`config.mk`:
```
export PLATFORM = sky130hd
export DESIGN_NAME = load_formatter
export DESIGN_NICKNAME = d
export VERILOG_FILES = /design/src/logic/mem_stage_pkg.sv /design/src/logic/load_formatter.sv
export SDC_FILE = /design/constraint.sdc
export NUM_CORES = 1
export LEC_CHECK = 0
export BUFFER_PORTS_ARGS = -buffer_cell sky130_fd_sc_hd__buf_4
export CAP_MARGIN = 20
export CORE_UTILIZATION = 41
export DETAILED_ROUTE_END_ITERATION = 6
export PLACE_DENSITY_LB_ADDON = 0.05
export SKIP_LAST_GASP = 1
export SLEW_MARGIN = 20
export SYNTH_ARGS = -nofsm -noshare
export SYNTH_HDL_FRONTEND = slang
export SYNTH_SLANG_ARGS = --single-unit
```
`constraint.sdc`:
```
create_clock -name vclk -period 3.7
set_clock_uncertainty 0.1 [all_clocks]
set_input_delay 0.555 -clock vclk [all_inputs]
set_output_delay 0.555 -clock vclk [all_outputs]
set_load 0.02 [all_outputs]
```
`src/logic/mem_stage_pkg.sv`:
```
package mem_stage_pkg;

    // Data and address width
    localparam int XLEN = 32;

    localparam logic [6:0] LOAD_OP  = 7'b0000011;
    localparam logic [6:0] STORE_OP = 7'b0100011;
    localparam logic [6:0] CSR_OP   = 7'b1110011;

    // ADDI x0, x0, 0
    localparam logic [31:0] NOP_IR = 32'h0000_0013;

    // Access width and sign, from funct3
    localparam logic [2:0] F3_B  = 3'b000;
    localparam logic [2:0] F3_H  = 3'b001;
    localparam logic [2:0] F3_W  = 3'b010;
    localparam logic [2:0] F3_BU = 3'b100;
    localparam logic [2:0] F3_HU = 3'b101;

    typedef struct packed {
        logic [11:0] imm;
        logic [4:0]  rs1;
        logic [2:0]  funct3;
        logic [4:0]  rd;
        logic [6:0]  opcode;
    } i_type_t;

    // Bits 11:7 hold imm[4:0] here instead of rd
    typedef struct packed {
        logic [6:0] imm_hi;
        logic [4:0] rs2;
        logic [4:0] rs1;
        logic [2:0] funct3;
        logic [4:0] imm_lo;
        logic [6:0] opcode;
    } s_type_t;

    typedef union packed {
        i_type_t i_view;
        s_type_t s_view;
    } instr_u;

endpackage

```
`src/logic/load_formatter.sv`:
```
module load_formatter
    import mem_stage_pkg::*;
#(
    parameter int XLEN = 32
) (
    input  logic [XLEN-1:0]           raw_word_i,
    input  logic [$clog2(XLEN/8)-1:0] offset_i,
    input  logic [2:0]                funct3_i,
    output logic [XLEN-1:0]           data_o
);

    logic [XLEN-1:0] shifted;

    // Offset is zero when the sequencer already merged two words
    assign shifted = raw_word_i >> {offset_i, 3'b000};

    always_comb begin
        case (funct3_i)
            F3_B:    data_o = {{(XLEN-8){shifted[7]}}, shifted[7:0]};
            F3_H:    data_o = {{(XLEN-16){shifted[15]}}, shifted[15:0]};
            F3_BU:   data_o = {{(XLEN-8){1'b0}}, shifted[7:0]};
            F3_HU:   data_o = {{(XLEN-16){1'b0}}, shifted[15:0]};
            default: data_o = shifted;
        endcase
    end

endmodule

```
### Yosys cells after proc, flatten, opt, wreduce, memory -nomap -nowiden

Index checks and enable logic that the tools add are counted.

* multiplexer cells: 1
* div/mod/pow operators: 0
* bitwise gates (word level): 0
* $mul: 0
* shift operators: 1
* eq/ne operators: 3
* order comparisons: 0
* $add $sub $neg: 0
* reductions and logical operators: 1

Operator list (number)
* $pmux 32 s4: 1
* $shr 32x5->32: 1
* $eq 3x3->1 const B: 2
* $eq 3x1->1 const B: 1
* $logic_not 3->1: 1

* bits in read-only memories: 0
* output and inout bits: 32
* memories: 0
* logic and storage cells: 6
* latch bits: 0
* flip-flop bits (word level): 0
* input port bits: 37
* memory bits (writable): 0

### Longest topological paths before layout

Gate-level depths: netlist of the first run.

* depth after elaboration: 2
* depth in mapped cells: 6
* depth with buffers taken out: 4

### Least setup slack after synthesis of the first run

Ideal clock, no wire load.

* kind: input -> output
* start point: in offset_i[0]
* end point: out data_o[10]
* stages on the path: 5
* arrival time: 1.791 ns
* setup slack: 1.254 ns
* required time: 3.045 ns
* buffers on the path: 1
* cells stage by stage: buf_6 -> mux2i_1 -> mux2i_1 -> a21boi_2 -> nor2_1

* longest elaborated chain between the ends: 2

Ends and longest elaborated chain
* start: declaration: line load_formatter.sv:7 `input logic [$clog2(XLEN/8)-1:0] offset_i,`
* $shr 32x5->32: line load_formatter.sv:15 `assign shifted = raw_word_i >> {offset_i, 3'b000};`
* $pmux 32 s4: line load_formatter.sv:18 `case (funct3_i)`
* end: declaration: line load_formatter.sv:9 `output logic [XLEN-1:0] data_o`

No other way between the ends.

### Worst setup path after layout of the first run

* start point: in offset_i[0]
* end point: out data_o[19]

Same word-level chain as after synthesis.

==> metrics.csv, run 1 <==
metric,value,unit
cts_post_setup_buffers_inserted,0,
die_area,1860,µm²
dr.first_iter.drc_count,15,
post_synth.cell_area_avg,6.49,µm²
ant_nets,0,
gp_congestion,0.780,
fillers,142,
post-synth-top-count-cell,mux2i_1,
grt.busiest_layer,met2,
drv_slew,0,
critical_path_cell_by_cell,"buf_4, mux2i_1, mux2i_1, o211ai_2, o21ai_0, buf_4",
fmax,0.339,GHz
critical_path_source,offset_i[0],
detail_route.vias_per_cell,5.52,
globalRouteMet3Util,1.70,%
vdd_drop_max,0.0970,mV
wl,2230,µm
post_synth_fa_ha_maj_area_fraction,0,%
setup-violations-final,0,
flow.area_growth_from_synthesis,69.0,%
cell_accounting_for_the_most_synthesized_area,mux2i_1,
clockBufferCount,0,
drive_gt1_share,44.9,%
timing.critical_path.slowest_cell_delay,0.54,ns
timing.final.hold_violations,0,
worst_path_slowest_cell,o211ai_2,
yosys-top-cells-area,"mux2i_1 (29%), a211oi_1 (15%), nor2_1 (9.7%)",
grt_pass1_wl,3750,µm
timing.critical_path.depth,6,
grtUsageMet1,29.6,%
worstSetupStartpointType,primary input,
initial_utilization,45.0,%
synth-compound-area-share,32.6,%
design.portCount,69,
post_cts_resize_count,0,
grt_pass1_vias,900,
power.static_leakage,0.000637,µW
crit_type,primary input to output pin,
core_region_area,1540,µm²
netlist_area,694,µm²
unique_cell_type_count_in_the_yosys_netlist,19,
utilization,76.1,%
rows,14,
remaining_drc_errors,0,
finalCritPeriodShare,79.8,%
postSynthCellCount,107,
wl_per_cell,12.2,µm
critPathTopFamily,compound AO/OA/AOI/OAI gates,
min_period,2.95,ns
timing.slew.headroom,57.0,%
holdBufCountCts,0,
min_path_type,primary input to output pin,
finish.net_count,206,
globalRoute.totalOverflow,0,
share_of_the_yosys_chip_area_belonging_to_registers,0,%
dp_hpwl,1730,µm
die_h,43.2,µm
number_of_antenna_violations_at_the_first_check_in_global_routing,0,
synth-simple-area-share,29.5,%
switching_power,109,µW
synth.area.mux_share,28.8,%
sequential_cell_total,0,
dieWidth,43.2,µm
status,"finished, final reports clean",
grt_util_all_layers,24.7,%
netSwitchingFraction,53.8,%
synth_net_count,144,
yosys.area.top_type_share,28.8,%
vias_after_detailed_routing,1011,
yosysWarningCount,0,
grt_start_max_net_pins,35,
power_density,172,nW/µm²
post_synth_most_frequent_cells,"mux2i_1 (20), nor2_1 (18), nand2_1 (16), a211oi_1 (14), nor2b_1 (8)",
critical_path.n_buffers_inverters,2,
critPathCapture,data_o[19],
yosys.area_share.xor_xnor,0,%
rsz0062_at_grt,false,
tightest_slew,0.643,ns
share_comb_of_total_power,100.0,%
maxCapViolations,0,
fin_tns_setup,0,ns
required,3.04,ns
drt_first_pass_iters,4,
worstPathArrival,2.30,ns
area.sequential,0,µm²
cp_max_fo,34,
clock_network_power_share,0,%
synth_top_family_by_area,compound AO/OA/AOI/OAI gates,
endpoint_kind,output pin,
cell_internal_pwr,93.5,µW
n_antenna_cell,0,
met2_usage,47.2,%
share_seq_of_total_power,0,%
port_buffers,69,
metal layers:
layer / part of all wire, % / vias up
met5: 0 / -
met4: 0.99 / 0
met3: 6.8 / 2
met2: 50 / 45
met1: 42 / 458
li1: - / 506
worst min path at each step:
stage,from,endpoint,cells after the start
CTS,raw_word_i[26],data_o[26],4
global route,raw_word_i[25],data_o[25],4
detailed placement,raw_word_i[26],data_o[26],4
global placement,raw_word_i[30],data_o[30],4
floorplan,raw_word_i[24],data_o[24],2
finish,raw_word_i[26],data_o[26],4
logic make-up after synthesis:
kind of cell    count (synthesis)
mux                            20
compound gates                 32
buf+inv                        10
simple gates                   45
power groups by stage:
stage	combinational, µW	clock [µW]	sequential [µW]
2_1_floorplan	113	0	0
3_3_place_gp	199	0	0
3_5_place_dp	203	0	0
4_1_cts	203	0	0
5_1_grt	218	0	0
6_report	202	0	0
area by class of cell:
| class | count | area (µm²) | share of cell area, % |
|---|---|---|---|
| multi-input cells | 97 | 632 | 53.8 |
| repair buffers | 69 | 518 | 44.1 |
| well taps | 16 | 20.0 | 1.71 |
| inverters | 1 | 3.75 | 0.320 |
cells in the final DEF (no fill, tap or decap):
cell | synthesis | layout
buf_4 | 2 | 69
mux2i_1 | 20 | 20
nor2_1 | 18 | 18
nand2_1 | 16 | 16
a211oi_1 | 14 | 14
nor2b_1 | 8 | 8
a21oi_1 | 7 | 7
o21ai_0 | 6 | 6
o21ai_2 | 2 | 2
nand2b_1 | 1 | 1
nand2b_4 | 1 | 1
a311oi_2 | 1 | 1
nand3b_1 | 1 | 1
o211ai_2 | 1 | 1
inv_1 | 1 | 1
a21boi_2 | 1 | 1
tightest hold or removal path: stages:
cell and delay [ns]:
buf_4 0.09, nand2_1 0.04, nand2_1 0.05, buf_4 0.13
through the flow:
step                      total power (µW)  hold slack, ns  std cells  instance area [µm²]  setup WS, ns
after floorplan                        113            1.18        107                  694          1.25
after global placement                 199            1.32        183                 1170         0.860
after detailed placement               203            1.33        183                 1170         0.763
after CTS                              203            1.33        183                 1170         0.747
after global routing                   218            1.35        183                 1170         0.560
final                                  202            1.33        183                 1170         0.747
No activity file was read; power rests on OpenSTA's default activity.
==> inputs of run 2 (changes only) <==
--- a/config.mk
+++ b/config.mk
@@ -7,7 +7,7 @@
 export LEC_CHECK = 0
 export BUFFER_PORTS_ARGS = -buffer_cell sky130_fd_sc_hd__buf_4
 export CAP_MARGIN = 20
-export CORE_UTILIZATION = 41
+export CORE_UTILIZATION = 38
 export DETAILED_ROUTE_END_ITERATION = 6
 export PLACE_DENSITY_LB_ADDON = 0.05
 export SKIP_LAST_GASP = 1
==> constraint.sdc (replaced) <==
create_clock -name vclk -period 3
set_clock_uncertainty 0.1 [all_clocks]
set_input_delay 0.45 -clock vclk [all_inputs]
set_output_delay 0.45 -clock vclk [all_outputs]
set_load 0.02 [all_outputs]
==> run 2 against run 1 <==
  * Via count down 1.4%
  * Highest routed layer is now met3
  * Design area up 2.2%
  * Worst setup slack worse by 0.37 ns
  * Clock-buffer cell count unchanged
  * Utilization down 6.6 points
  * Sequential cell count unchanged
  * Final cell count up 6.0%
==> metrics.csv, run 2 (synthesis gave the netlist of run 1 again) <==
metric,value,unit,change
routed-wl-met3,135,µm,-11%
design.portCount,69,,unchanged
detail_route.vias_per_cell,5.14,,-7.0%
power.static_leakage,0.000646,µW,+1.5%
cts_post_setup_buffers_inserted,0,,unchanged
vdd_drop_max,0.120,mV,+24%
wl_per_cell,12.2,µm,+0.55%
status,"finished, final reports clean",,
timing.final.hold_violations,0,,unchanged
port_buffers,69,,unchanged
timing.slew.headroom,63.4,%,+6.4 points
cp_max_fo,34,,unchanged
rsz0062_at_grt,false,,
remaining_drc_errors,0,,unchanged
drt_first_pass_iters,4,,unchanged
min_period,2.62,ns,
wl,2380,µm,+6.6%
fin_tns_setup,0,ns,unchanged
power_density,210,nW/µm²,+22%
globalRoute.totalOverflow,0,,unchanged
total_power,252,µW,+25%
finalCritPeriodShare,87.3,%,
post_cts_resize_count,0,,unchanged
maxCapViolations,0,,unchanged
drt-met1-wl,975,µm,+3.3%
holdBufCountCts,0,,unchanged
dieWidth,44.8,µm,+3.7%
ant_nets,0,,unchanged
area.sequential,0,µm²,unchanged
gp_congestion,0.810,,+3.9%
dr.first_iter.drc_count,14,,-1
tightest_slew,0.547,ns,-0.0960 ns
n_antenna_cell,0,,unchanged
endpoint_kind,output pin,,
required,2.45,ns,-0.59 ns
sequential_cell_total,0,,unchanged
grt_start_max_net_pins,35,,unchanged
die_h,44.8,µm,+3.7%
crit_type,primary input to output pin,,
rows,15,,+1
grt_pass1_vias,862,,-4.2%
vias_after_detailed_routing,997,,-1.4%
clockBufferCount,0,,unchanged
flow.area_growth_from_synthesis,72.8,%,
die_area,2000,µm²,+7.5%
finish.net_count,208,,+0.97%
hold_slack,1.12,ns,-0.207 ns
number_of_antenna_violations_at_the_first_check_in_global_routing,0,,unchanged
worstPathArrival,2.07,ns,-0.23 ns
layout_common_cells,"buf_4 (71), mux2i_1 (20), nor2_1 (18)",,
drive_gt1_share,45.6,%,+0.65 points
core_region_area,1730,µm²,+12%
grt_util_all_layers,23.1,%,-1.7 points
initial_utilization,40.2,%,-4.8 points
drv_slew,0,,unchanged
setup-violations-final,0,,unchanged
fmax,0.382,GHz,
dr_wl_met2,1260,µm,+14%
layout_commonest_cell,buf_4,,
grt_pass1_wl,3660,µm,-2.6%
worstSetupStartpointType,primary input,,
min_path_type,primary input to output pin,,
maxUsedRoutingLayer,met3,,
[run 2: cell count changes in the layout (fill, tap and decap cells not counted)]
cell,previous run,this run
buf_4,69,71
[run 2: metal layers]
metal	vias to the layer above	global-route usage [%]
met1	449	28.4
met3	0	1.60
met5	-	0
met4	0	1.21
li1	507	-
met2	41	45.3
[run 2: layout make-up]
cell class | count | area [µm²]
Multi-Input combinational cell | 97 | 632
Inverter | 1 | 3.75
Timing Repair Buffer | 71 | 533
Tap cell | 25 | 31.3
Fill cell | 160 | 527
[run 2: worst max-delay path, stage by stage]
cell      delay (ns)
buf_4           0.37
mux2i_1         0.32
mux2i_1         0.12
o211ai_2        0.30
buf_4           0.23
o21ai_0         0.09
buf_4           0.18
[run 2: report_power, final]
group	total (µW)	leakage [µW]	switching [µW]	internal [µW]
clock	0	0	0	0
sequential	0	0	0	0
combinational	252	0.000646	135	117
total	252	0.000646	135	117
[run 2: through the flow]
| stage | util [%] | cells | instance area, µm² | setup WS [ns] |
|---|---|---|---|---|
| 2_1_floorplan | - | 107 | 694 | 0.764 |
| 3_3_place_gp | 69.5 | 194 | 1200 | 0.509 |
| 3_5_place_dp | 69.5 | 194 | 1200 | 0.419 |
| 4_1_cts | 69.5 | 194 | 1200 | 0.408 |
| 5_1_grt | 69.5 | 194 | 1200 | 0.282 |
| 6_report | 69.5 | 194 | 1200 | 0.380 |
[run 2: final timing paths]
path | startpoint | to | cells past startpoint
max | offset_i[0] | data_o[22] | 7
min | raw_word_i[25] | data_o[25] | 4
