--- src/logic/mem_stage_pkg.sv ---
package mem_stage_pkg;

    // Data and address width
    localparam int XLEN = 32;

    localparam logic [6:0] LOAD_OP  = 7'b0000011;
    localparam logic [6:0] STORE_OP = 7'b0100011;
    localparam logic [6:0] CSR_OP   = 7'b1110011;

    // ADDI x0, x0, 0
    localparam logic [31:0] NOP_IR = 32'h0000_0013;

    // Access width and sign, from funct3
    localparam logic [2:0] F3_B  = 3'b000;
    localparam logic [2:0] F3_H  = 3'b001;
    localparam logic [2:0] F3_W  = 3'b010;
    localparam logic [2:0] F3_BU = 3'b100;
    localparam logic [2:0] F3_HU = 3'b101;

    typedef struct packed {
        logic [11:0] imm;
        logic [4:0]  rs1;
        logic [2:0]  funct3;
        logic [4:0]  rd;
        logic [6:0]  opcode;
    } i_type_t;

    // Bits 11:7 hold imm[4:0] here instead of rd
    typedef struct packed {
        logic [6:0] imm_hi;
        logic [4:0] rs2;
        logic [4:0] rs1;
        logic [2:0] funct3;
        logic [4:0] imm_lo;
        logic [6:0] opcode;
    } s_type_t;

    typedef union packed {
        i_type_t i_view;
        s_type_t s_view;
    } instr_u;

endpackage

--- src/logic/data_bus_if.sv ---
interface data_bus_if #(
    parameter int XLEN = 32
);

    // Request side, owned by the master
    logic            read;
    logic            write;
    logic [XLEN-1:0] addr;
    logic [XLEN-1:0] wdata;

    // Response side, owned by the slave
    logic [XLEN-1:0] rdata;
    logic            resp;

    modport master (
        output read, write, addr, wdata,
        input  rdata, resp
    );

    modport slave (
        input  read, write, addr, wdata,
        output rdata, resp
    );

endinterface

--- src/logic/unaligned_sequencer.sv ---
module unaligned_sequencer
    import mem_stage_pkg::*;
#(
    parameter int XLEN = 32
) (
    input  logic                       clk,
    input  logic                       rst_n,

    input  logic                       start_i,
    input  instr_u                     ir_i,
    input  logic [XLEN-1:0]            addr_i,
    input  logic [XLEN-1:0]            store_data_i,

    output logic                       busy_o,
    output logic                       done_o,
    output logic [XLEN-1:0]            raw_word_o,
    output logic [$clog2(XLEN/8)-1:0]  offset_o,

    data_bus_if.master                 bus
);

    localparam int NB = XLEN / 8;
    localparam int OW = $clog2(NB);

    localparam logic [2:0] IDLE          = 3'd0;
    localparam logic [2:0] READ_FIRST    = 3'd1;
    localparam logic [2:0] READ_SECOND   = 3'd2;
    localparam logic [2:0] MODIFY_FIRST  = 3'd3;
    localparam logic [2:0] WRITE_FIRST   = 3'd4;
    localparam logic [2:0] MODIFY_SECOND = 3'd5;
    localparam logic [2:0] WRITE_SECOND  = 3'd6;
    localparam logic [2:0] FINISH        = 3'd7;

    logic [2:0]         state;

    logic               is_store_q;
    logic [XLEN-OW-1:0] base_q;
    logic [OW-1:0]      off_q;
    logic [2*NB-1:0]    mask_q;
    logic [2*XLEN-1:0]  sdata_q;
    logic [XLEN-1:0]    word_q;

    logic               start_store;
    logic [2:0]         start_f3;
    logic [OW-1:0]      start_off;
    logic [NB-1:0]      size_mask;
    logic [2*NB-1:0]    start_mask;
    logic               split;
    logic               second_word;
    logic [2*XLEN-1:0]  pair_shifted;

    function automatic logic [XLEN-1:0] insert_bytes(
        input logic [XLEN-1:0] old_word,
        input logic [XLEN-1:0] new_word,
        input logic [NB-1:0]   sel
    );
        logic [XLEN-1:0] res;
        res = old_word;
        for (int i = 0; i < NB; i++) begin
            if (sel[i]) begin
                res[8*i +: 8] = new_word[8*i +: 8];
            end
        end
        return res;
    endfunction

    // Store detection through the S layout
    assign start_store = (ir_i.s_view.opcode == STORE_OP);
    assign start_f3    = ir_i.i_view.funct3;
    assign start_off   = addr_i[OW-1:0];

    always_comb begin
        case (start_f3)
            F3_B, F3_BU: size_mask = NB'(1);
            F3_H, F3_HU: size_mask = NB'(3);
            default:     size_mask = '1;
        endcase
    end

    // Byte lanes over two consecutive words
    assign start_mask = {{NB{1'b0}}, size_mask} << start_off;
    assign split      = |mask_q[2*NB-1:NB];

    // Second word on top, shifted down so the access starts at byte 0
    assign pair_shifted = {bus.rdata, word_q} >> {off_q, 3'b000};

    always_ff @(posedge clk) begin
        if (!rst_n) begin
            state <= IDLE;
        end else begin
            case (state)
                IDLE: begin
                    if (start_i) begin
                        state <= READ_FIRST;
                    end
                end
                READ_FIRST: begin
                    if (bus.resp) begin
                        if (is_store_q) begin
                            state <= MODIFY_FIRST;
                        end else if (split) begin
                            state <= READ_SECOND;
                        end else begin
                            state <= FINISH;
                        end
                    end
                end
                READ_SECOND: begin
                    if (bus.resp) begin
                        state <= is_store_q ? MODIFY_SECOND : FINISH;
                    end
                end
                MODIFY_FIRST:  state <= WRITE_FIRST;
                WRITE_FIRST: begin
                    if (bus.resp) begin
                        state <= split ? READ_SECOND : FINISH;
                    end
                end
                MODIFY_SECOND: state <= WRITE_SECOND;
                WRITE_SECOND: begin
                    if (bus.resp) begin
                        state <= FINISH;
                    end
                end
                default:       state <= IDLE;
            endcase
        end
    end

    always_ff @(posedge clk) begin
        case (state)
            IDLE: begin
                if (start_i) begin
                    is_store_q <= start_store;
                    base_q     <= addr_i[XLEN-1:OW];
                    off_q      <= start_off;
                    mask_q     <= start_mask;
                    sdata_q    <= {{XLEN{1'b0}}, store_data_i} << {start_off, 3'b000};
                end
            end
            READ_FIRST: begin
                if (bus.resp) begin
                    word_q     <= bus.rdata;
                    raw_word_o <= bus.rdata;
                    offset_o   <= off_q;
                end
            end
            READ_SECOND: begin
                if (bus.resp) begin
                    word_q     <= bus.rdata;
                    // Already aligned, the formatter must not shift again
                    raw_word_o <= pair_shifted[XLEN-1:0];
                    offset_o   <= '0;
                end
            end
            MODIFY_FIRST: begin
                word_q <= insert_bytes(word_q, sdata_q[XLEN-1:0], mask_q[NB-1:0]);
            end
            MODIFY_SECOND: begin
                word_q <= insert_bytes(word_q, sdata_q[2*XLEN-1:XLEN], mask_q[2*NB-1:NB]);
            end
            default: ;
        endcase
    end

    assign second_word = (state == READ_SECOND) || (state == MODIFY_SECOND) ||
                         (state == WRITE_SECOND);

    assign bus.read  = (state == READ_FIRST) || (state == READ_SECOND);
    assign bus.write = (state == WRITE_FIRST) || (state == WRITE_SECOND);
    assign bus.addr  = {base_q + {{(XLEN-OW-1){1'b0}}, second_word}, {OW{1'b0}}};
    assign bus.wdata = word_q;

    assign busy_o = (state != IDLE) && (state != FINISH);
    assign done_o = (state == FINISH);

endmodule

--- src/flat_wrapper.sv ---
// flat-port wrapper written by rule: the top's interface ports become plain ports
module unaligned_sequencer_flat import mem_stage_pkg::*;
#(
    parameter int XLEN = 32
)
  (clk, rst_n, start_i, ir_i, addr_i, store_data_i, busy_o, done_o, raw_word_o, offset_o, bus_read, bus_write, bus_addr, bus_wdata, bus_rdata, bus_resp);
  data_bus_if #(.XLEN(XLEN)) bus_i ();
  input  logic clk;
  input  logic rst_n;
  input  logic start_i;
  input  instr_u ir_i;
  input  logic [XLEN-1:0] addr_i;
  input  logic [XLEN-1:0] store_data_i;
  output logic busy_o;
  output logic done_o;
  output logic [XLEN-1:0] raw_word_o;
  output logic [$clog2(XLEN/8)-1:0] offset_o;
  output wire logic [$bits(bus_i.read)-1:0] bus_read;
  output wire logic [$bits(bus_i.write)-1:0] bus_write;
  output wire logic [$bits(bus_i.addr)-1:0] bus_addr;
  output wire logic [$bits(bus_i.wdata)-1:0] bus_wdata;
  input wire logic [$bits(bus_i.rdata)-1:0] bus_rdata;
  input wire logic [$bits(bus_i.resp)-1:0] bus_resp;
  assign bus_read = bus_i.read;
  assign bus_write = bus_i.write;
  assign bus_addr = bus_i.addr;
  assign bus_wdata = bus_i.wdata;
  assign bus_i.rdata = bus_rdata;
  assign bus_i.resp = bus_resp;
  unaligned_sequencer #(.XLEN(XLEN)) u_core (.clk(clk), .rst_n(rst_n), .start_i(start_i), .ir_i(ir_i), .addr_i(addr_i), .store_data_i(store_data_i), .busy_o(busy_o), .done_o(done_o), .raw_word_o(raw_word_o), .offset_o(offset_o), .bus(bus_i));
endmodule
--- config.mk ---
export PLATFORM = sky130hd
export DESIGN_NAME = unaligned_sequencer_flat
export DESIGN_NICKNAME = d
export VERILOG_FILES = /design/src/logic/mem_stage_pkg.sv /design/src/logic/data_bus_if.sv /design/src/logic/unaligned_sequencer.sv /design/src/flat_wrapper.sv
export SDC_FILE = /design/constraint.sdc
export NUM_CORES = 1
export LEC_CHECK = 0
export BUFFER_PORTS_ARGS = -buffer_cell sky130_fd_sc_hd__buf_2
export CORE_ASPECT_RATIO = 1.5
export CORE_MARGIN = 1.5
export CORE_UTILIZATION = 53
export DETAILED_ROUTE_END_ITERATION = 8
export GPL_TIMING_DRIVEN = 1
export PLACE_DENSITY_LB_ADDON = 0.1
export RECOVER_POWER = 50
export SYNTH_ARGS = -nofsm -noshare
export SYNTH_HDL_FRONTEND = slang
export SYNTH_SLANG_ARGS = --single-unit
--- constraint.sdc ---
create_clock -name clk -period 13.7 [get_ports clk]
set_input_delay 1.37 -clock clk [delete_from_list [all_inputs] [get_ports clk]]
set_output_delay 1.37 -clock clk [all_outputs]
set_load 0.1 [all_outputs]
; Word level (Yosys, flattened, before mapping)
; Index checks and enable logic that the tools add are counted.
[op_classes]
div = 0
magnitude_cmp = 0
n_reduce_logical = 21
bitwise_logic = 0
n_addsub = 1
n_shift = 3
n_mul = 0
n_eq_ne = 26
mux = 25
[ops]
columns = cell, n
row1 = 32-bit one-hot mux with 3 select lines, 1
row2 = 32-bit two-way mux, 2
row3 = 8-bit two-way mux, 8
row4 = 32-bit one-hot mux with 2 select lines, 1
row5 = 32-bit by 5-bit << shifter with 64-bit output, 1
row6 = 64-bit by 5-bit right shift with 32-bit output, 1
row7 = 30-bit by 1-bit adder with 30-bit output, 1
row8 = 3-bit two-way mux, 7
row9 = 3-bit one-hot mux with 7 select lines, 1
row10 = 3-bit equality test (second input constant), 6
row11 = 2-bit by 1-bit inequality test with 1-bit output (second input constant), 9
row12 = 4-bit AND reduction, 4
row13 = 2-bit inequality test (second input constant), 5
row14 = 4-bit one-hot mux with 2 select lines, 1
row15 = 4-bit by 2-bit << shifter with 8-bit output, 1
row16 = 7-bit by 6-bit equality test with 1-bit output (second input constant), 1
row17 = 3-bit by 1-bit equality test with 1-bit output (second input constant), 2
row18 = 3-bit by 2-bit equality test with 1-bit output (second input constant), 2
row19 = 3-bit logical NOT, 2
row20 = 2-bit two-way mux, 3
row21 = 3-bit nonzero test, 2
row22 = 2-bit OR reduction, 3
row23 = 5-bit AND reduction, 1
row24 = 1-bit logical OR, 4
row25 = 7 further kinds, 7
[word_totals]
n_memories = 0
output_inout_bits = 102
rom_bits = 0
in_bits = 132
register_bits = 174
mem_bits_rw = 0
latchBits = 0

; Depth between registers and ports, before layout
[logic_depth]
ltp_word = 5
mapped_depth = 12
ltp_nobuf = 9

; Least setup slack after synthesis
; OpenSTA, ideal clock, no wires.
[synth_timing]
path_type = input -> register
start = input port start_i
end = register u_core.base_q[0], enable pin
cell_stages = 1
t_arrival_ns = 11.040
setup_slack_ns = 1.840
setup_ns = 0.820
n_path_buf = 0
path_cell_list = nor4b_1
[synth_between]
elab_chain_len = 1
[synth_rtl]
columns = element, line_no
row1 = "start, declared", flat_wrapper.sv:10  ; input logic start_i;
row2 = 2-bit AND reduction (no line), --
row3 = "end signal, assigned", unaligned_sequencer.sv:135  ; base_q <= addr_i[XLEN-1:OW];
row4 = "end, declared", unaligned_sequencer.sv:37  ; logic [XLEN-OW-1:0] base_q;
; No other way between the ends.
; A chain may end at the register's enable or synchronous reset.

; Final worst setup path
[layout_timing]
start = register u_core.state[0]
end = output port bus_addr[14]
[layout_between]
elab_chain_len = 4
word_cells_on_any_way = 6
cone_classes = 1 x add/sub / 3 x eq/ne / 2 x reduce/logical
[layout_rtl]
columns = element, line_no
row1 = "start, declared", unaligned_sequencer.sv:34  ; logic [2:0] state;
row2 = "start signal, assigned", unaligned_sequencer.sv:110  ; state <= is_store_q ? MODIFY_SECOND : FINISH;
row3 = "start signal, assigned", unaligned_sequencer.sv:116  ; state <= split ? READ_SECOND : FINISH;
row4 = 3-bit by 2-bit equality test with 1-bit output / 3-bit equality test (equally long branches), unaligned_sequencer.sv:166  ; assign second_word = (state == READ_SECOND) || (state == MODIFY_SECOND) ||
row5 = 1-bit logical OR, unaligned_sequencer.sv:166
row6 = 1-bit logical OR (*), unaligned_sequencer.sv:166
row7 = 30-bit by 1-bit adder with 30-bit output (*), unaligned_sequencer.sv:171  ; assign bus.addr = {base_q + {{(XLEN-OW-1){1'b0}}, second_word}, {OW{1'b0}}};
row8 = "end, declared", flat_wrapper.sv:20  ; output wire logic [$bits(bus_i.addr)-1:0] bus_addr;
; Every way passes the cells marked *; elsewhere a longest branch is shown, timed or not.

==> impl_metrics.py <==
metrics = {
    "floorplan": {
        "row_count": 55,
        "core_sq_mm": 0.0152,
        "start_util_pct": 54.7,
        "die_h_microns": 156,
        "pin_count": 234,
        "die_w_microns": 105,
        "dieArea_sq_mm": 0.0165,
    },
    "clock_tree": {
        "clockBufferDepth": 2,
        "root_buffer": "clkbuf_16",
        "cts_hold_buf": 0,
        "clk_pin_slew_ps": 70,
        "htree_levels": 4,
        "cts_sinks": 165,
        "tritoncts": "done",
        "cts_buffers": 17,
        "cts.repair.resized": 0,
        "insertion_delay_ps": 430,
        "cts_setup_buffers": 0,
    },
    "critical_path": {
        "start_kind": "flop",
        "critical-path-top-delay-family": "simple AND/OR/NAND/NOR gates",
        "reg2reg_from": "u_core.state[0]",
        "crit_slowest_cell": "dfxtp_1",
        "worstSetupPathType": "reg -> out",
        "cp.arrival_ps": 3810,
        "rr_worst_depth": 3,
        "crit_path_end_kind": "primary output",
        "r2r-end": "u_core.sdata_q[47]",
        "critPathMaxStageDelay_ps": 720,
        "crit_path_max_fanout": 30,
        "crit_required_ps": 12330,
        "ff2ff_setup_slack_ps": 10270,
        "path_cells": "and3b_1 -> buf_4 -> inv_1 -> nand2_1 -> ha_1 -> ha_1 -> nand3_1 -> or3_2 -> nor2_1 -> xor2_1 -> buf_2",
        "cp.buffers_inverters": 3,
        "critPathMostFrequentCell": "ha_1",
    },
    "global_route": {
        "grt_pass1_vias": 5839,
        "grt_usage_pct": 24.5,
        "grt_overflow": 0,
        "antenna_found_initial": 4,
        "grt_max_degree": 68,
        "grt_pass1_wl_microns": 31000,
    },
    "worst_hold_path": {
        "hold-path-endpoint": "u_core.bus.wdata[1]",
        "min_path_type": "reg -> reg",
        "min-delay-start": "u_core.sdata_q[1]",
        "min_path_cells": 2,
    },
    "routing": {
        "drt-total-wl_microns": 19700,
        "first_pass_iters": 5,
        "drt_iter0_drc": 345,
        "via_per_inst": 5.53,
        "via_count": 6117,
        "routedWlPerCell_microns": 17.8,
        "drc": 0,
        "antenna_left": 0,
    },
    "synth": {
        "synth_top_area_share_pct": 58.5,
        "yosys.area.top_type": "edfxtp_1",
        "async_reset_ff_share_pct": 0,
        "seq_area_frac_synth_pct": 59.2,
        "synthCells": 698,
        "ys_types": 42,
        "yosys_warnings": 0,
        "synth.avg_cell_area_sq_um": 11.9,
        "synthFlopType": "edfxtp_1",
        "synth_edf_count": 162,
        "netlist_area_sq_mm": 0.00832,
        "synth_area_leaders": "edfxtp_1 (58%), mux2i_1 (6.9%), nand2_1 (4.8%), mux2_2 (4.3%), o21ai_0 (2.3%)",
        "synth_common_cells": "edfxtp_1 (162), nand2_1 (106), mux2i_1 (57)",
        "yosysMostFrequentCell": "edfxtp_1",
        "synth_seq_cells": 165,
    },
    "sta": {
        "fmax_mhz": 193,
        "drv_slew": 239,
        "maxSlewHeadroom_pct": -93.6,
        "setup_tns_ps": 0,
        "worst_pin_slew_ps": 2900,
        "rsz0062_at_grt": "false",
        "final-hold-violation-count": 0,
        "worst_clock_skew_ps": 9.65,
        "hold_ws_ps": 541,
        "period_share_pct": 37.8,
        "setup_viol": 0,
        "min_period_ps": 5180,
    },
    "placement": {
        "numPortBuffers": 208,
        "dp_hpwl_microns": 14700,
        "gp_congestion": 0.893,
    },
    "status": {
        "violations": "capacitance limit, slew limit",
        "status": "finished with violations",
    },
    "cells_and_area": {
        "nNetsFinal": 1025,
        "layout-drive-gt1-share_pct": 28.3,
        "final_util_pct": 66.0,
        "nFillCells": 1242,
        "area_growth_pct": 20.6,
    },
    "power": {
        "peakVddDrop_mv": 0.131,
        "p_per_area_mw_per_mm2": 239,
        "leakagePower_nw": 4.08,
        "power_mw": 2.40,
    },
    "run": {
        "drv_cap": 5,
    },
}
-- worst max-delay path by stage --
stage | startpoint | end | slack, ps | cells past startpoint
after detailed placement | u_core.state[0] | bus_addr[14] | 8950 | 11
after global routing | u_core.state[0] | bus_addr[28] | 8280 | 11
after global placement | u_core.state[0] | bus_addr[22] | 9080 | 11
after CTS | u_core.state[0] | bus_addr[14] | 8490 | 11
final | u_core.state[0] | bus_addr[14] | 8520 | 11
after floorplan | start_i | u_core.base_q[0] | 1840 | 1
-- power breakdown --
group,switching [mW],internal (mW),total (mW)
Combinational,0.892,0.198,1.09
Clock,0.210,0.258,0.468
Sequential,0.0825,0.760,0.842
Total,1.18,1.22,2.40
-- kinds of logic (layout without fill, tap and decap cells) --
logic type / after synthesis / after routing / share of synthesized area (%)
buffers and inverters: 52 / 257 / 2.66
AND/OR/NAND/NOR: 231 / 231 / 13.8
AO/OA/AOI/OAI: 130 / 130 / 9.88
XOR/XNOR: 28 / 28 / 2.95
flip-flops: 165 / 165 / 59.2
other: 1 / 6 / 0.0451
multiplexers: 89 / 89 / 11.2
adder cells (fa/ha/maj): 2 / 2 / 0.301
-- per-layer routing --
layer  vias up  routed length, microns  GRT usage (%)
li1       2963                       -              -
met1      2885                    8140           30.5
met2       225                    9640           39.8
met3        44                    1160           5.08
met4         0                     751           13.5
met5         -                       0              0
-- cell type report --
type	count	area, sq um	area share [%]
Inverter	5	18.8	0.187
Multi-Input combinational cell	482	3180	31.7
Antenna cell	4	10.0	0.0998
Clock inverter	15	156	1.56
Timing Repair Buffer	220	1070	10.6
Sequential cell	165	4920	49.1
Clock buffer	17	425	4.24
Tap cell	199	249	2.48
-- state kept, by name (all words and copies together) (netlist names) --
register / count
u_core.state: 3
u_core.mask_q: 7
u_core.is_store_q: 1
u_core.bus.wdata: 32
u_core.sdata_q: 56
u_core.offset_o: 2
u_core.base_q: 30
u_core.raw_word_o: 32
u_core.off_q: 2
-- layout by cell type, fill, tap and decap left out, drive strengths merged, types with 8 or more instances in the layout --
master,synthesis,final
edfxtp,162,162
nor2b,21,21
a211oi,9,9
a22oi,24,24
clkbuf,23,53
mux2,32,32
mux2i,57,57
and2,12,12
nand4,10,10
xor2,8,8
buf,24,184
o21ai,39,39
xnor2,20,20
inv,5,15
nor2,37,37
nand3,10,10
nand2,106,106
a21oi,33,33
a22o,17,17
and3,15,15
-- through the flow --
stage,worst slack [ps],cells,cell area [sq um]
2_1_floorplan,1840,699,8330
3_3_place_gp,9080,1071,9510
3_5_place_dp,8950,1071,9510
4_1_cts,8490,1103,10100
5_1_grt,8280,1107,10000
6_report,8520,1107,10000
-- worst register-to-register path: stages, from the launching register on --
cell,delay [ps]
dfxtp_1,510
nor4b_1,390
clkbuf_1,1270
buf_4,850
Power figures use the tool's default switching activity.
