$ cat src/logic/mem_stage_pkg.sv
package mem_stage_pkg;

    // Data and address width
    localparam int XLEN = 32;

    localparam logic [6:0] LOAD_OP  = 7'b0000011;
    localparam logic [6:0] STORE_OP = 7'b0100011;
    localparam logic [6:0] CSR_OP   = 7'b1110011;

    // ADDI x0, x0, 0
    localparam logic [31:0] NOP_IR = 32'h0000_0013;

    // Access width and sign, from funct3
    localparam logic [2:0] F3_B  = 3'b000;
    localparam logic [2:0] F3_H  = 3'b001;
    localparam logic [2:0] F3_W  = 3'b010;
    localparam logic [2:0] F3_BU = 3'b100;
    localparam logic [2:0] F3_HU = 3'b101;

    typedef struct packed {
        logic [11:0] imm;
        logic [4:0]  rs1;
        logic [2:0]  funct3;
        logic [4:0]  rd;
        logic [6:0]  opcode;
    } i_type_t;

    // Bits 11:7 hold imm[4:0] here instead of rd
    typedef struct packed {
        logic [6:0] imm_hi;
        logic [4:0] rs2;
        logic [4:0] rs1;
        logic [2:0] funct3;
        logic [4:0] imm_lo;
        logic [6:0] opcode;
    } s_type_t;

    typedef union packed {
        i_type_t i_view;
        s_type_t s_view;
    } instr_u;

endpackage

$ cat src/logic/exmem_reg.sv
module exmem_reg
    import mem_stage_pkg::*;
(
    input  logic            clk,
    input  logic            rst_n,

    input  logic            bubble_i,
    input  instr_u          ir_i,
    input  logic [XLEN-1:0] alu_i,
    input  logic [XLEN-1:0] csr_i,
    input  logic [XLEN-1:0] store_data_i,

    input  logic            mem_busy_i,
    input  logic            mem_done_i,

    output instr_u          ir_o,
    output logic [XLEN-1:0] addr_o,
    output logic [XLEN-1:0] store_data_o,
    output logic [XLEN-1:0] result_o,
    output logic            mem_start_o,
    output logic            wb_valid_o,
    output logic            stall_o
);

    instr_u     next_ir;
    logic [6:0] next_op;
    logic       next_is_mem;
    logic       accept;
    logic       wb_q;

    // Bubble replaces the incoming instruction
    assign next_ir     = bubble_i ? instr_u'(NOP_IR) : ir_i;
    assign next_op     = next_ir.i_view.opcode;
    assign next_is_mem = (next_op == LOAD_OP) || (next_op == STORE_OP);

    // Held from the start pulse until the sequencer reaches FINISH
    assign stall_o = mem_start_o | mem_busy_i;
    assign accept  = ~stall_o;

    always_ff @(posedge clk) begin
        if (!rst_n) begin
            ir_o        <= NOP_IR;
            mem_start_o <= 1'b0;
            wb_q        <= 1'b0;
        end else begin
            mem_start_o <= 1'b0;
            wb_q        <= 1'b0;
            if (accept) begin
                ir_o        <= next_ir;
                mem_start_o <= next_is_mem;
                wb_q        <= ~next_is_mem;
            end
        end
    end

    always_ff @(posedge clk) begin
        if (accept) begin
            result_o     <= (next_op == CSR_OP) ? csr_i : alu_i;
            addr_o       <= alu_i;
            store_data_o <= store_data_i;
        end
    end

    // Non-memory retires one cycle after latching, memory on done
    assign wb_valid_o = wb_q | mem_done_i;

endmodule

$ cat config.mk
export PLATFORM = sky130hd
export DESIGN_NAME = exmem_reg
export DESIGN_NICKNAME = d
export VERILOG_FILES = /design/src/logic/mem_stage_pkg.sv /design/src/logic/exmem_reg.sv
export SDC_FILE = /design/constraint.sdc
export NUM_CORES = 1
export LEC_CHECK = 0
export ABC_AREA = 0
export BUFFER_PORTS_ARGS = -buffer_cell sky130_fd_sc_hd__buf_2
export CAP_MARGIN = 15
export CORE_MARGIN = 4
export CORE_UTILIZATION = 39
export CTS_CLUSTER_SIZE = 12
export DETAILED_ROUTE_END_ITERATION = 7
export GPL_TIMING_DRIVEN = 0
export PLACE_DENSITY = 0.75
export SLEW_MARGIN = 30
export SYNTH_ARGS = -nofsm -noshare
export SYNTH_HDL_FRONTEND = slang
export SYNTH_SLANG_ARGS = --single-unit
$ cat constraint.sdc
create_clock -name clk -period 2.59 [get_ports clk]
set_input_delay 0.1295 -clock clk [delete_from_list [all_inputs] [get_ports clk]]
set_output_delay 0.1295 -clock clk [all_outputs]
set_load 0.02 [all_outputs]
* After elaboration in Yosys (flattened, before gate mapping) *
Index checks and enable logic that the tools add are counted.

word-level totals
  register bits after elaboration = 130
  latch bits = 0
  RAM bits = 0
  ROM bits = 0
  input port bits = 133
  output and inout bits = 131
  logic and storage cells = 17
  memories = 0

operators by class
  add/subtract/negate cells = 0
  $mul = 0
  div/mod/pow operators = 0
  $lt $le $gt $ge = 0
  equality and inequality tests = 3
  shifts and indexed selects = 0
  multiplexer cells = 2
  bitwise logic cells = 4
  reductions and logical operators = 2

operators with widths
  cell                count
  $mux 32             2
  $eq 7x2->1 const B  1
  $eq 7x6->1 const B  1
  $eq 7x7->1 const B  1
  $not 1->1           2
  $or 1x1->1          2
  $reduce_or 2->1     1
  $logic_or 1x1->1    1

* Logic depth before layout (Yosys ltp) *
Gate-level depths: netlist of the first run.

  word-level depth = 4
  gate-level depth with buffers = 6
  mapped depth without buffers = 4

* Worst setup path before layout of the first run *
OpenSTA, ideal clock, no wires.

  path type = flip-flop to flip-flop
  from = register mem_start_o
  to = register ir_o[10] (netlist bit)
  setup time = 0.117 ns
  data arrival time = 2.885 ns
  required time = 2.473 ns
  setup slack = -0.412 ns
  cell stages (with the launch flop) = 7
  buffers on the path = 2
  clock period less this slack = 3.002 ns
  path through = dfxtp_1 -> nor2_4 -> inv_4 -> and2_0 -> buf_2 -> buf_6 -> a22o_1

between the ends
  longest elaborated chain between the ends = 1

RTL lines
  element                   RTL line         source
  start: declaration        exmem_reg.sv:20  output logic mem_start_o,
  start signal: assignment  exmem_reg.sv:50  mem_start_o <= next_is_mem;
  $or 1x1->1                exmem_reg.sv:37  assign stall_o = mem_start_o | mem_busy_i;
  net stall_o               exmem_reg.sv:22  output logic stall_o
  end signal: assignment    exmem_reg.sv:49  ir_o <= next_ir;
  end: declaration          exmem_reg.sv:16  output instr_u ir_o,

The timed path passes the listed nets, and every way through them passes these cells.
A chain may end at the register's enable or synchronous reset.

* Worst setup path after layout of the first run *
  from = register mem_start_o
  to = register store_data_o[2], enable pin

between the ends
  longest elaborated chain between the ends = 1

RTL lines
  element                 RTL line         source
  $or 1x1->1              exmem_reg.sv:37
  end signal: assignment  exmem_reg.sv:60  store_data_o <= store_data_i;
  end: declaration        exmem_reg.sv:18  output logic [XLEN-1:0] store_data_o,

Every way passes these cells.

==> run_results.csv, run 1 <==
group,metric,value,unit
status,status,"finished clean",
cts,cts_tree,"built",
flow_run,cap_viol_max_count,0,
logic_synthesis,synthArstFlopShare,0,%
detailed_routing,ant_nets,0,
logic_synthesis,ys_seq_elements,130,
global_route,grt_usage,21.6,%
logic_synthesis,syn_inst,226,
final_layout,fill_cells,730,
sta,rsz0062_at_grt,"false",
detailed_routing,drt_wl_total,14900,um
logic_synthesis,synthFlopType,"edfxtp_1",
detailed_routing,drc,0,
sta,tightest_slew,0.478,ns
place,place_congestion,0.782,
pwr,p_per_area,703,mW/mm2
place,dp_hpwl,9980,um
logic_synthesis,ys_types,26,
sta,whs,0.0219,ns
global_route,gr-max-usage-layer,"met2",
global_route,met2_usage,40.2,%
logic_synthesis,syn_nets,359,
pwr,leakage,3.47,nW
final_layout,drive_gt1_share,55.1,%
cts,cts_resized,0,
sta,fmax,498,MHz
global_route,grt_max_degree,22,
logic_synthesis,synth.most_common_cell,"edfxtp_1",
logic_synthesis,synthTopCellsByArea,"edfxtp_1, dfxtp_1, mux2_4, a22o_1, buf_6",
logic_synthesis,ys_seq_area_share,78.4,%
final_layout,multiInputGateArea,875,um2
logic_synthesis,syn_avg_cell_area,20.1,um2
floorplan,boundaryPins,264,
final_layout,layout.cells.non_filler,765,
cts,htree_levels,4,
detailed_routing,num_vias,3609,
critical_path,crit_type,"flop to flop",
logic_synthesis,synth_top_area_cell,"edfxtp_1",
logic_synthesis,synth-edff-count,96,
hold_path,hold_path_class,"input pin to flop",
final_layout,regArea,0.00357,mm2
cts,insertion_delay,0.41,ns
floorplan,initial_utilization,39.8,%
sta,period_share,77.6,%
cts,clk_pin_slew,0.06,ns
cts,cts.sinks,130,
critical_path,crit_path_end_kind,"flop",
detailed_routing,firstDrtPassIters,4,
sta,fin_crit,2.01,ns
floorplan,rows,39,
sta,finalMaxSlewViolations,0,
detailed_routing,drt_iter0_drc,190,
logic_synthesis,synth_top_area_share,63.4,%
floorplan,die_h,116,um
sta,setup_viol_count_final,0,
floorplan,die_w,116,um
detailed_routing,wire_per_inst,19.5,um
floorplan,die_area,0.0135,mm2
logic_synthesis,syn_area,0.00455,mm2
logic_synthesis,synthTopCellsByCount,"edfxtp_1, dfxtp_1, mux2_4",
place,dp.cells,637,
sta,max_slew_margin,68.1,%
global_route,grt_pass1_wl,21400,um
final_layout,nets,741,
critical_path,worstPathMaxFanout,21,
cts,clock_path_buffers,2,
global_route,globalRouteMet3Util,7.94,%
critical_path,cp.required,2.70,ns
global_route,met1_usage,22.3,%
final_layout,area.growth.synth_to_final,70.4,%
global_route,grt_remaining_overflow,0,
sta,hold_viol,0,
detailed_routing,routed_via_density,4.72,
critical_path,cp-start-kind,"flop",
floorplan,core,0.0114,mm2
cts,cts_root_buf,"clkbuf_16",
pwr,peakVddDrop,0.585,mV
cts,cts_inserted_buffers,17,
place,portBuffers,263,
sta,skew,0.00663,ns
logic_synthesis,yosys_warnings,0,
global_route,grt_pass1_vias,3875,
global_route,antenna_found_initial,1,
critical_path,crit_arrival,2.11,ns
cells by family after synthesis:
group / after synthesis / share of synthesized area, %
AOI/OAI and AO/OA: 33 / 6.14
buffers and inverters: 12 / 2.39
DFF: 130 / 78.4
muxes: 32 / 10.4
and+or+nand+nor: 19 / 2.70
metrics by stage:
| stage | instance area, um2 | util, % | setup slack (ns) | total power [mW] | setup TNS (ns) |
|---|---|---|---|---|---|
| final | 7750 | 67.9 | 0.581 | 5.45 | 0 |
| after global routing | 7750 | 67.9 | 0.490 | 5.64 | 0 |
| after CTS | 7740 | 67.8 | 0.560 | 5.46 | 0 |
| after detailed placement | 6190 | 54.2 | 0.571 | 2.94 | 0 |
| after global placement | 6050 | 53.0 | -0.743 | 2.89 | -39.87 |
| after floorplan | 4550 | - | -0.317 | 2.67 | -8.02 |
registers in the layout, indices dropped and copies added, names as in the netlist:
signal,count
ir_o,32
wb_q,1
addr_o,32
result_o,32
store_data_o,32
mem_start_o,1
placed cells by master, fill, tap and decap left out, drive strengths merged, types with 3 or more instances in the layout:
| cell type | n |
|---|---|
| a22o | 27 |
| buf | 277 |
| bufinv | 3 |
| clkbuf | 17 |
| clkinv | 8 |
| dfxtp | 34 |
| dlygate4sd3 | 95 |
| edfxtp | 96 |
| inv | 6 |
| mux2 | 32 |
| nand2 | 3 |
| nor2 | 4 |
path summary, 6_finish.rpt:
path          startpoint              end  slack (ns)  cells past startpoint
min              ir_i[0]          ir_o[0]        0.02                      3
max reg2reg  mem_start_o  store_data_o[2]        0.58                      6
min reg2reg      ir_o[3]          ir_o[3]        0.47                      2
max          mem_start_o  store_data_o[2]        0.58                      6
layer usage:
layer,wire length [um],up-vias
met2,8090,184
li1,-,1665
met3,1340,22
met5,0,-
met4,256,0
met1,5220,1738
critical path, cell delays in order, from the launching register on:
cell     delay (ns)
dfxtp_4        0.35
nor2_4         0.40
buf_16         0.22
buf_16         0.17
buf_16         0.18
buf_16         0.19
buf_16         0.18
area by class of cell:
| class | instances | area share (%) |
|---|---|---|
| sequential | 130 | 46.0 |
| antenna | 1 | 0.0323 |
| clock buffer | 17 | 5.49 |
| clock inverter | 15 | 2.36 |
| multi-input combinational | 84 | 11.3 |
| timing repair buffer | 363 | 31.0 |
| tap | 143 | 2.31 |
| inverter | 3 | 0.178 |
| buffer | 9 | 1.26 |
report_power, final:
group          internal [mW]  total [mW]  switching, mW
combinational          0.308       0.628          0.319
clock                   1.52        2.43          0.904
sequential              2.35        2.39         0.0376
timing repair:
item	CTS	global route
buffers inserted	0	0
endpoints found under the hold margin	95	0
hold buffers	95	0
No activity file was read; power rests on OpenSTA's default activity.
==> inputs of run 2 (changes only) <==
Settings changed: CORE_UTILIZATION 39 to 43, PLACE_DENSITY 0.75 to 0.79.
Clock period 2.59 ns to 1.9 ns, I/O delays scaled along.
==> run 2 against run 1 <==
  * The run now fails in clock tree synthesis
  * Synthesized cell count stayed put
  * Area after synthesis unchanged
==> run_results.csv, run 2 <==
group,metric,value,unit
cts,hold_buffers,133,
logic_synthesis,ys_seq_area_share,78.4,%
cts,cts_resized,0,
floorplan,die_h,111,um
logic_synthesis,synthArstFlopShare,0,%
floorplan,boundaryPins,264,
cts,htree_levels,4,
status,firstError,"[ERROR RSZ-0060] Max buffer count reached.",
cts,clock_path_buffers,2,
place,portBuffers,263,
logic_synthesis,yosys_warnings,0,
logic_synthesis,syn_nets,359,
cts,cts.sinks,130,
floorplan,initial_utilization,44.0,%
place,placed_area,0.00615,mm2
logic_synthesis,synth_top_area_share,63.4,%
logic_synthesis,syn_area,0.00455,mm2
logic_synthesis,synthFlopType,"edfxtp_1",
status,haltStage,"clock tree synthesis",
floorplan,rows,37,
logic_synthesis,synth.most_common_cell,"edfxtp_1",
logic_synthesis,ys_seq_elements,130,
floorplan,die_w,111,um
logic_synthesis,synth_top_area_cell,"edfxtp_1",
place,place_congestion,0.885,
cts,cts_root_buf,"clkbuf_8",
cts,cts_setup_buffers,1,
logic_synthesis,ys_types,26,
place,pre_cts_slack,-0.0830,ns
logic_synthesis,synthTopCellsByArea,"edfxtp_1, dfxtp_1, mux2_4, a22o_1, buf_6",
status,status,"did not finish",
logic_synthesis,synthTopCellsByCount,"edfxtp_1, dfxtp_1, mux2_4",
cts,cts_inserted_buffers,17,
logic_synthesis,synth-edff-count,96,
logic_synthesis,syn_inst,226,
place,dp_hpwl,9470,um
logic_synthesis,syn_avg_cell_area,20.1,um2
[run 2: cell counts after synthesis]
No cell type changed its count.
[run 2: kinds of logic after synthesis]
group	Yosys count	synth area share, %
flops	130	78.4
compound gates	33	6.14
simple gates	19	2.70
buf+inv	12	2.39
mux	32	10.4
[run 2: stage by stage]
| stage | std cells | setup TNS (ns) | util, % |
|---|---|---|---|
| floorplan | 226 | -70.47 | - |
| global placement | 625 | -129.22 | 58.5 |
| detailed placement | 629 | -1.32 | 59.6 |
==> inputs of run 3 (changes only) <==
Settings changed: CORE_UTILIZATION 43 to 30, CTS_CLUSTER_SIZE 12 to not set, PLACE_DENSITY 0.79 to not set, PLACE_DENSITY_LB_ADDON set to 0.15.
==> run 3 against run 2 <==
  * The flow now finishes without violations
==> run_results.csv, run 3 (synthesized netlist as in run 1, its figures left out) <==
group,metric,value,unit
sta,period_share,91.2,%
cts,cts.sinks,130,
critical_path,worstPathMaxFanout,29,
pwr,p_per_area,936,mW/mm2
hold_path,hp-start,"ir_i[0]",
sta,whs,0.0714,ns
critical_path,reg2reg_from,"mem_start_o",
critical_path,crit_arrival,2.08,ns
floorplan,die_w,131,um
pwr,power,7.66,mW
critical_path,critPathLaunch,"mem_start_o",
cts,cts_inserted_buffers,17,
floorplan,die_h,131,um
critical_path,cp.required,2.25,ns
floorplan,boundaryPins,264,
cts,htree_levels,4,
final_layout,layout.cells.non_filler,845,
critical_path,crit_type,"flop to flop",
cts,cts_root_buf,"clkbuf_16",
sta,fin_crit,1.73,ns
global_route,antenna_found_initial,0,
final_layout,antennaDiodeCount,0,
final_layout,final_cell_mix,"buf_2, dlygate4sd3_1, edfxtp_1",
hold_path,hold_path_class,"input pin to flop",
detailed_routing,firstDrtPassIters,4,
critical_path,cp-start-kind,"flop",
final_layout,drive_gt1_share,52.5,%
global_route,grt_usage,16.1,%
flow_run,cap_viol_max_count,0,
pwr,leakage,3.63,nW
detailed_routing,drc,0,
detailed_routing,num_vias,3690,
final_layout,final_common_cell,"buf_2",
final_layout,postLayoutCellArea,0.00818,mm2
detailed_routing,drt_iter0_drc,129,
pwr,peakVddDrop,0.571,mV
final_layout,area.growth.synth_to_final,79.8,%
sta,setup_tns,0,ns
global_route,grt_pass1_vias,4129,
sta,tightest_slew,0.562,ns
sta,hold_viol,0,
sta,skew,0.00823,ns
floorplan,core,0.0147,mm2
detailed_routing,drt_wl_total,13900,um
place,dp.cells,678,
detailed_routing,ant_nets,0,
sta,fmax,577,MHz
sta,max_slew_margin,62.5,%
cts,clock_path_buffers,2,
detailed_routing,routed_via_density,4.37,
place,dp_hpwl,9490,um
place,portBuffers,263,
place,place_congestion,0.686,
floorplan,initial_utilization,30.9,%
detailed_routing,wire_per_inst,16.5,um
cts,cts_tree,"built",
sta,rsz0062_at_grt,"false",
status,status,"finished clean",
critical_path,crit_path_end_kind,"flop",
final_layout,nets,781,
place,placed_area,0.00621,mm2
floorplan,rows,44,
sta,setup_viol_count_final,0,
global_route,grt_max_degree,23,
global_route,grt_remaining_overflow,0,
global_route,grt_pass1_wl,21800,um
floorplan,die_area,0.0172,mm2
cts,insertion_delay,0.41,ns
cts,clk_pin_slew,0.06,ns
sta,finalMaxSlewViolations,0,
==> run 3: final cells by class <==
cell class              count  area (um2)
well taps                 184         230
clock inverters            14         211
inverters                   3        13.8
repair buffers            402        2740
multi-input cells          85         886
clock buffers              18         429
fillers                  1200        6520
flip-flops and latches    130        3570
plain buffers               9        97.6
==> run 3: path summary, 6_finish.rpt <==
path	end	slack [ns]	cells past startpoint
min	wb_q	0.07	3
min reg2reg	ir_o[2]	0.47	2
max	mem_start_o	0.17	5
max reg2reg	mem_start_o	0.17	5
==> run 3: what timing repair did <==
item                       CTS  global route
buffers inserted             3             1
gates resized for setup      0             2
hold endpoints to repair   130             0
gates cloned                 1             1
pin swaps                    2             1
hold buffers               130             0
setup endpoints to repair   29             1
==> run 3: metal layers <==
layer	vias up	GRT usage (%)	wire, um
li1	1739	-	-
met1	1746	18.2	5680
met2	187	27.2	6830
met3	18	7.34	1170
met4	0	5.48	235
met5	-	0	0
==> run 3: power breakdown <==
group | internal, mW | switching [mW]
logic | 0.462 | 0.433
registers | 3.21 | 0.0413
clock network | 2.32 | 1.19
total | 5.99 | 1.67
==> run 3: critical path, cell delays in order, from the launching register on <==
cell,delay (ns)
dfxtp_4,0.36
nor2_4,0.15
clkbuf_16,0.25
nand2_1,0.07
nor4_1,0.27
dlygate4sd3_1,0.57
==> run 3: per-stage QoR <==
step / utilization [%] / worst slack [ns]
3_5_place_dp: 42.3 / -0.475
2_1_floorplan: - / -1.01
3_3_place_gp: 41.5 / -1.70
4_1_cts: 55.7 / 0.0212
5_1_grt: 55.6 / 0.0281
6_report: 55.6 / 0.168
==> inputs of run 4 (changes only) <==
Settings changed: PLACE_DENSITY set to 0.66, PLACE_DENSITY_LB_ADDON 0.15 to not set, REMOVE_ABC_BUFFERS set to 1.
==> run 4 against run 3 <==
  * Sequential power hardly changed
  * Final cell count is 1.4% lower
  * Clock-buffer cell count is 1 lower
  * Design area is 1.6% lower
  * Register-to-register slack better by 0.10 ns
  * Routed wire length is 2.5% higher
==> run_results.csv, run 4 (synthesized netlist as in run 1, its figures left out) <==
group,metric,value,unit
cts,insertion_delay,0.41,ns
detailed_routing,routed_via_density,4.49,
cts,clk_pin_slew,0.05,ns
critical_path,cp-start-kind,"input pin",
global_route,grt_max_degree,29,
floorplan,initial_utilization,30.9,%
final_layout,finish.utilization,54.7,%
cts,cts_inserted_buffers,17,
pwr,sequentialPowerShare,44.0,%
final_layout,multiInputGateArea,897,um2
place,placed_area,0.00612,mm2
cts,clock_path_buffers,2,
pwr,sw_frac_of_total,22.6,%
flow_run,cap_viol_max_count,0,
floorplan,die_area,0.0172,mm2
floorplan,die_w,131,um
floorplan,die_h,131,um
global_route,met2_usage,29.6,%
detailed_routing,drt_iter0_drc,129,
cts,cts_tree,"built",
detailed_routing,firstDrtPassIters,4,
detailed_routing,wire_per_inst,17.1,um
final_layout,nets,769,
critical_path,crit_type,"input pin to flop",
global_route,grt_remaining_overflow,0,
global_route,grt_pass1_wl,22800,um
pwr,p_clk_share,43.9,%
sta,fin_ws,0.0871,ns
final_layout,final_common_cell,"buf_2",
critical_path,worstPathCellList,"dlygate4sd3_1 -> buf_2 -> nor2b_1 -> and4_4 -> buf_12 -> mux2_4",
critical_path,cp.required,2.05,ns
sta,finalMaxSlewViolations,0,
final_layout,fill_cells,1149,
pwr,power.internal,5.71,mW
final_layout,regArea,0.00356,mm2
place,place_congestion,0.771,
detailed_routing,num_vias,3742,
critical_path,crit_path_end_kind,"flop",
global_route,met1_usage,18.3,%
sta,hold_viol,0,
critical_path,cp_num_buf_inv,3,
final_layout,final_cell_mix,"buf_2, dlygate4sd3_1, edfxtp_1",
final_layout,postLayoutCellArea,0.00804,mm2
detailed_routing,ant_nets,0,
detailed_routing,drt_wl_total,14300,um
pwr,peakVddDrop,0.547,mV
global_route,grt_pass1_vias,4153,
floorplan,boundaryPins,264,
sta,tightest_slew,0.711,ns
pwr,p_per_area,918,mW/mm2
sta,period_share,95.4,%
pwr,p_switching,1.67,mW
final_layout,antennaDiodeCount,0,
critical_path,worstPathMaxFanout,20,
final_layout,drive_gt1_share,51.6,%
pwr,p_comb_share,12.1,%
hold_path,hold_path_class,"input pin to flop",
sta,max_slew_margin,52.6,%
cts,cts_resized,0,
place,dp.cells,669,
sta,fmax,552,MHz
floorplan,rows,44,
sta,rsz0062_at_grt,"false",
cts,cts.sinks,130,
pwr,leakage,3.56,nW
sta,setup_viol_count_final,0,
place,dp_hpwl,8860,um
final_layout,layout.cells.non_filler,833,
place,portBuffers,263,
critical_path,crit_arrival,1.96,ns
global_route,gr-max-usage-layer,"met2",
place,pre_cts_slack,-0.246,ns
cts,cts_root_buf,"clkbuf_16",
critical_path,crit_family,"buffers and inverters",
final_layout,area.growth.synth_to_final,76.9,%
sta,fin_crit,1.81,ns
sta,skew,0.00820,ns
status,status,"finished clean",
global_route,antenna_found_initial,0,
global_route,globalRouteMet3Util,6.73,%
global_route,grt_usage,16.9,%
detailed_routing,drc,0,
critical_path,max_stage_delay,0.56,ns
cts,htree_levels,4,
floorplan,core,0.0147,mm2
critical_path,crit_slowest_cell,"dlygate4sd3_1",
## run 4: cell types whose count changed in the layout (fill, tap and decap cells not counted), moves of 2 or more
| cell | change |
|---|---|
| bufinv_16 | -2 |
| buf_16 | +2 |
| buf_8 | -2 |
| clkinv_2 | +2 |
| buf_6 | -9 |
| buf_4 | -4 |
| buf_12 | +2 |
## run 4: worst register-to-register path: stages (launching register included)
cell,delay [ns]
dfxtp_1,0.34
nor2_4,0.15
buf_4,0.27
nand2_1,0.08
nor4_1,0.16
dlygate4sd3_1,0.57
## run 4: layout make-up
cell class	instances	share of cell area, %
multi-input combinational	85	11.2
inverter	3	0.171
timing repair buffer	399	34.2
tap	184	2.86
sequential	130	44.3
clock buffer	17	5.29
clock inverter	15	2.05
## run 4: timing repair
| action | CTS | global route |
|---|---|---|
| endpoints found under the hold margin | 130 | 0 |
| hold buffers | 130 | 0 |
| buffers inserted | 1 | 0 |
| endpoints found under the setup margin | 28 | 0 |
## run 4: layer usage
metal	up-vias	part of all wire (%)	wire length [um]
met3	25	8.2	1170
met2	206	51	7310
li1	1717	-	-
met5	-	0	0
met1	1794	38	5450
met4	0	2.3	329
## run 4: worst paths after layout
path                                      to  cells past startpoint         from  slack, ns
worst max-delay path            result_o[23]                      6      ir_i[3]       0.09
worst min-delay path                 ir_o[0]                      3     bubble_i       0.15
worst max register to register   mem_start_o                      5  mem_start_o       0.27
worst min register to register       ir_o[2]                      2      ir_o[2]       0.46
## run 4: metrics by stage
stage,hold slack (ns),total power [mW],setup TNS [ns]
after global routing,0.158,7.67,0
final,0.150,7.38,0
after floorplan,0.170,3.62,-89.52
after global placement,0.272,3.93,-177.08
after detailed placement,0.274,3.97,-5.92
after CTS,0.119,7.45,0
## run 4: power groups by stage
stage	Sequential, mW	Combinational (mW)	Clock, mW
floorplan	3.49	0.131	0
global placement	3.31	0.625	0
detailed placement	3.31	0.665	0
CTS	3.25	0.880	3.32
global route	3.27	0.947	3.46
finish	3.25	0.893	3.24
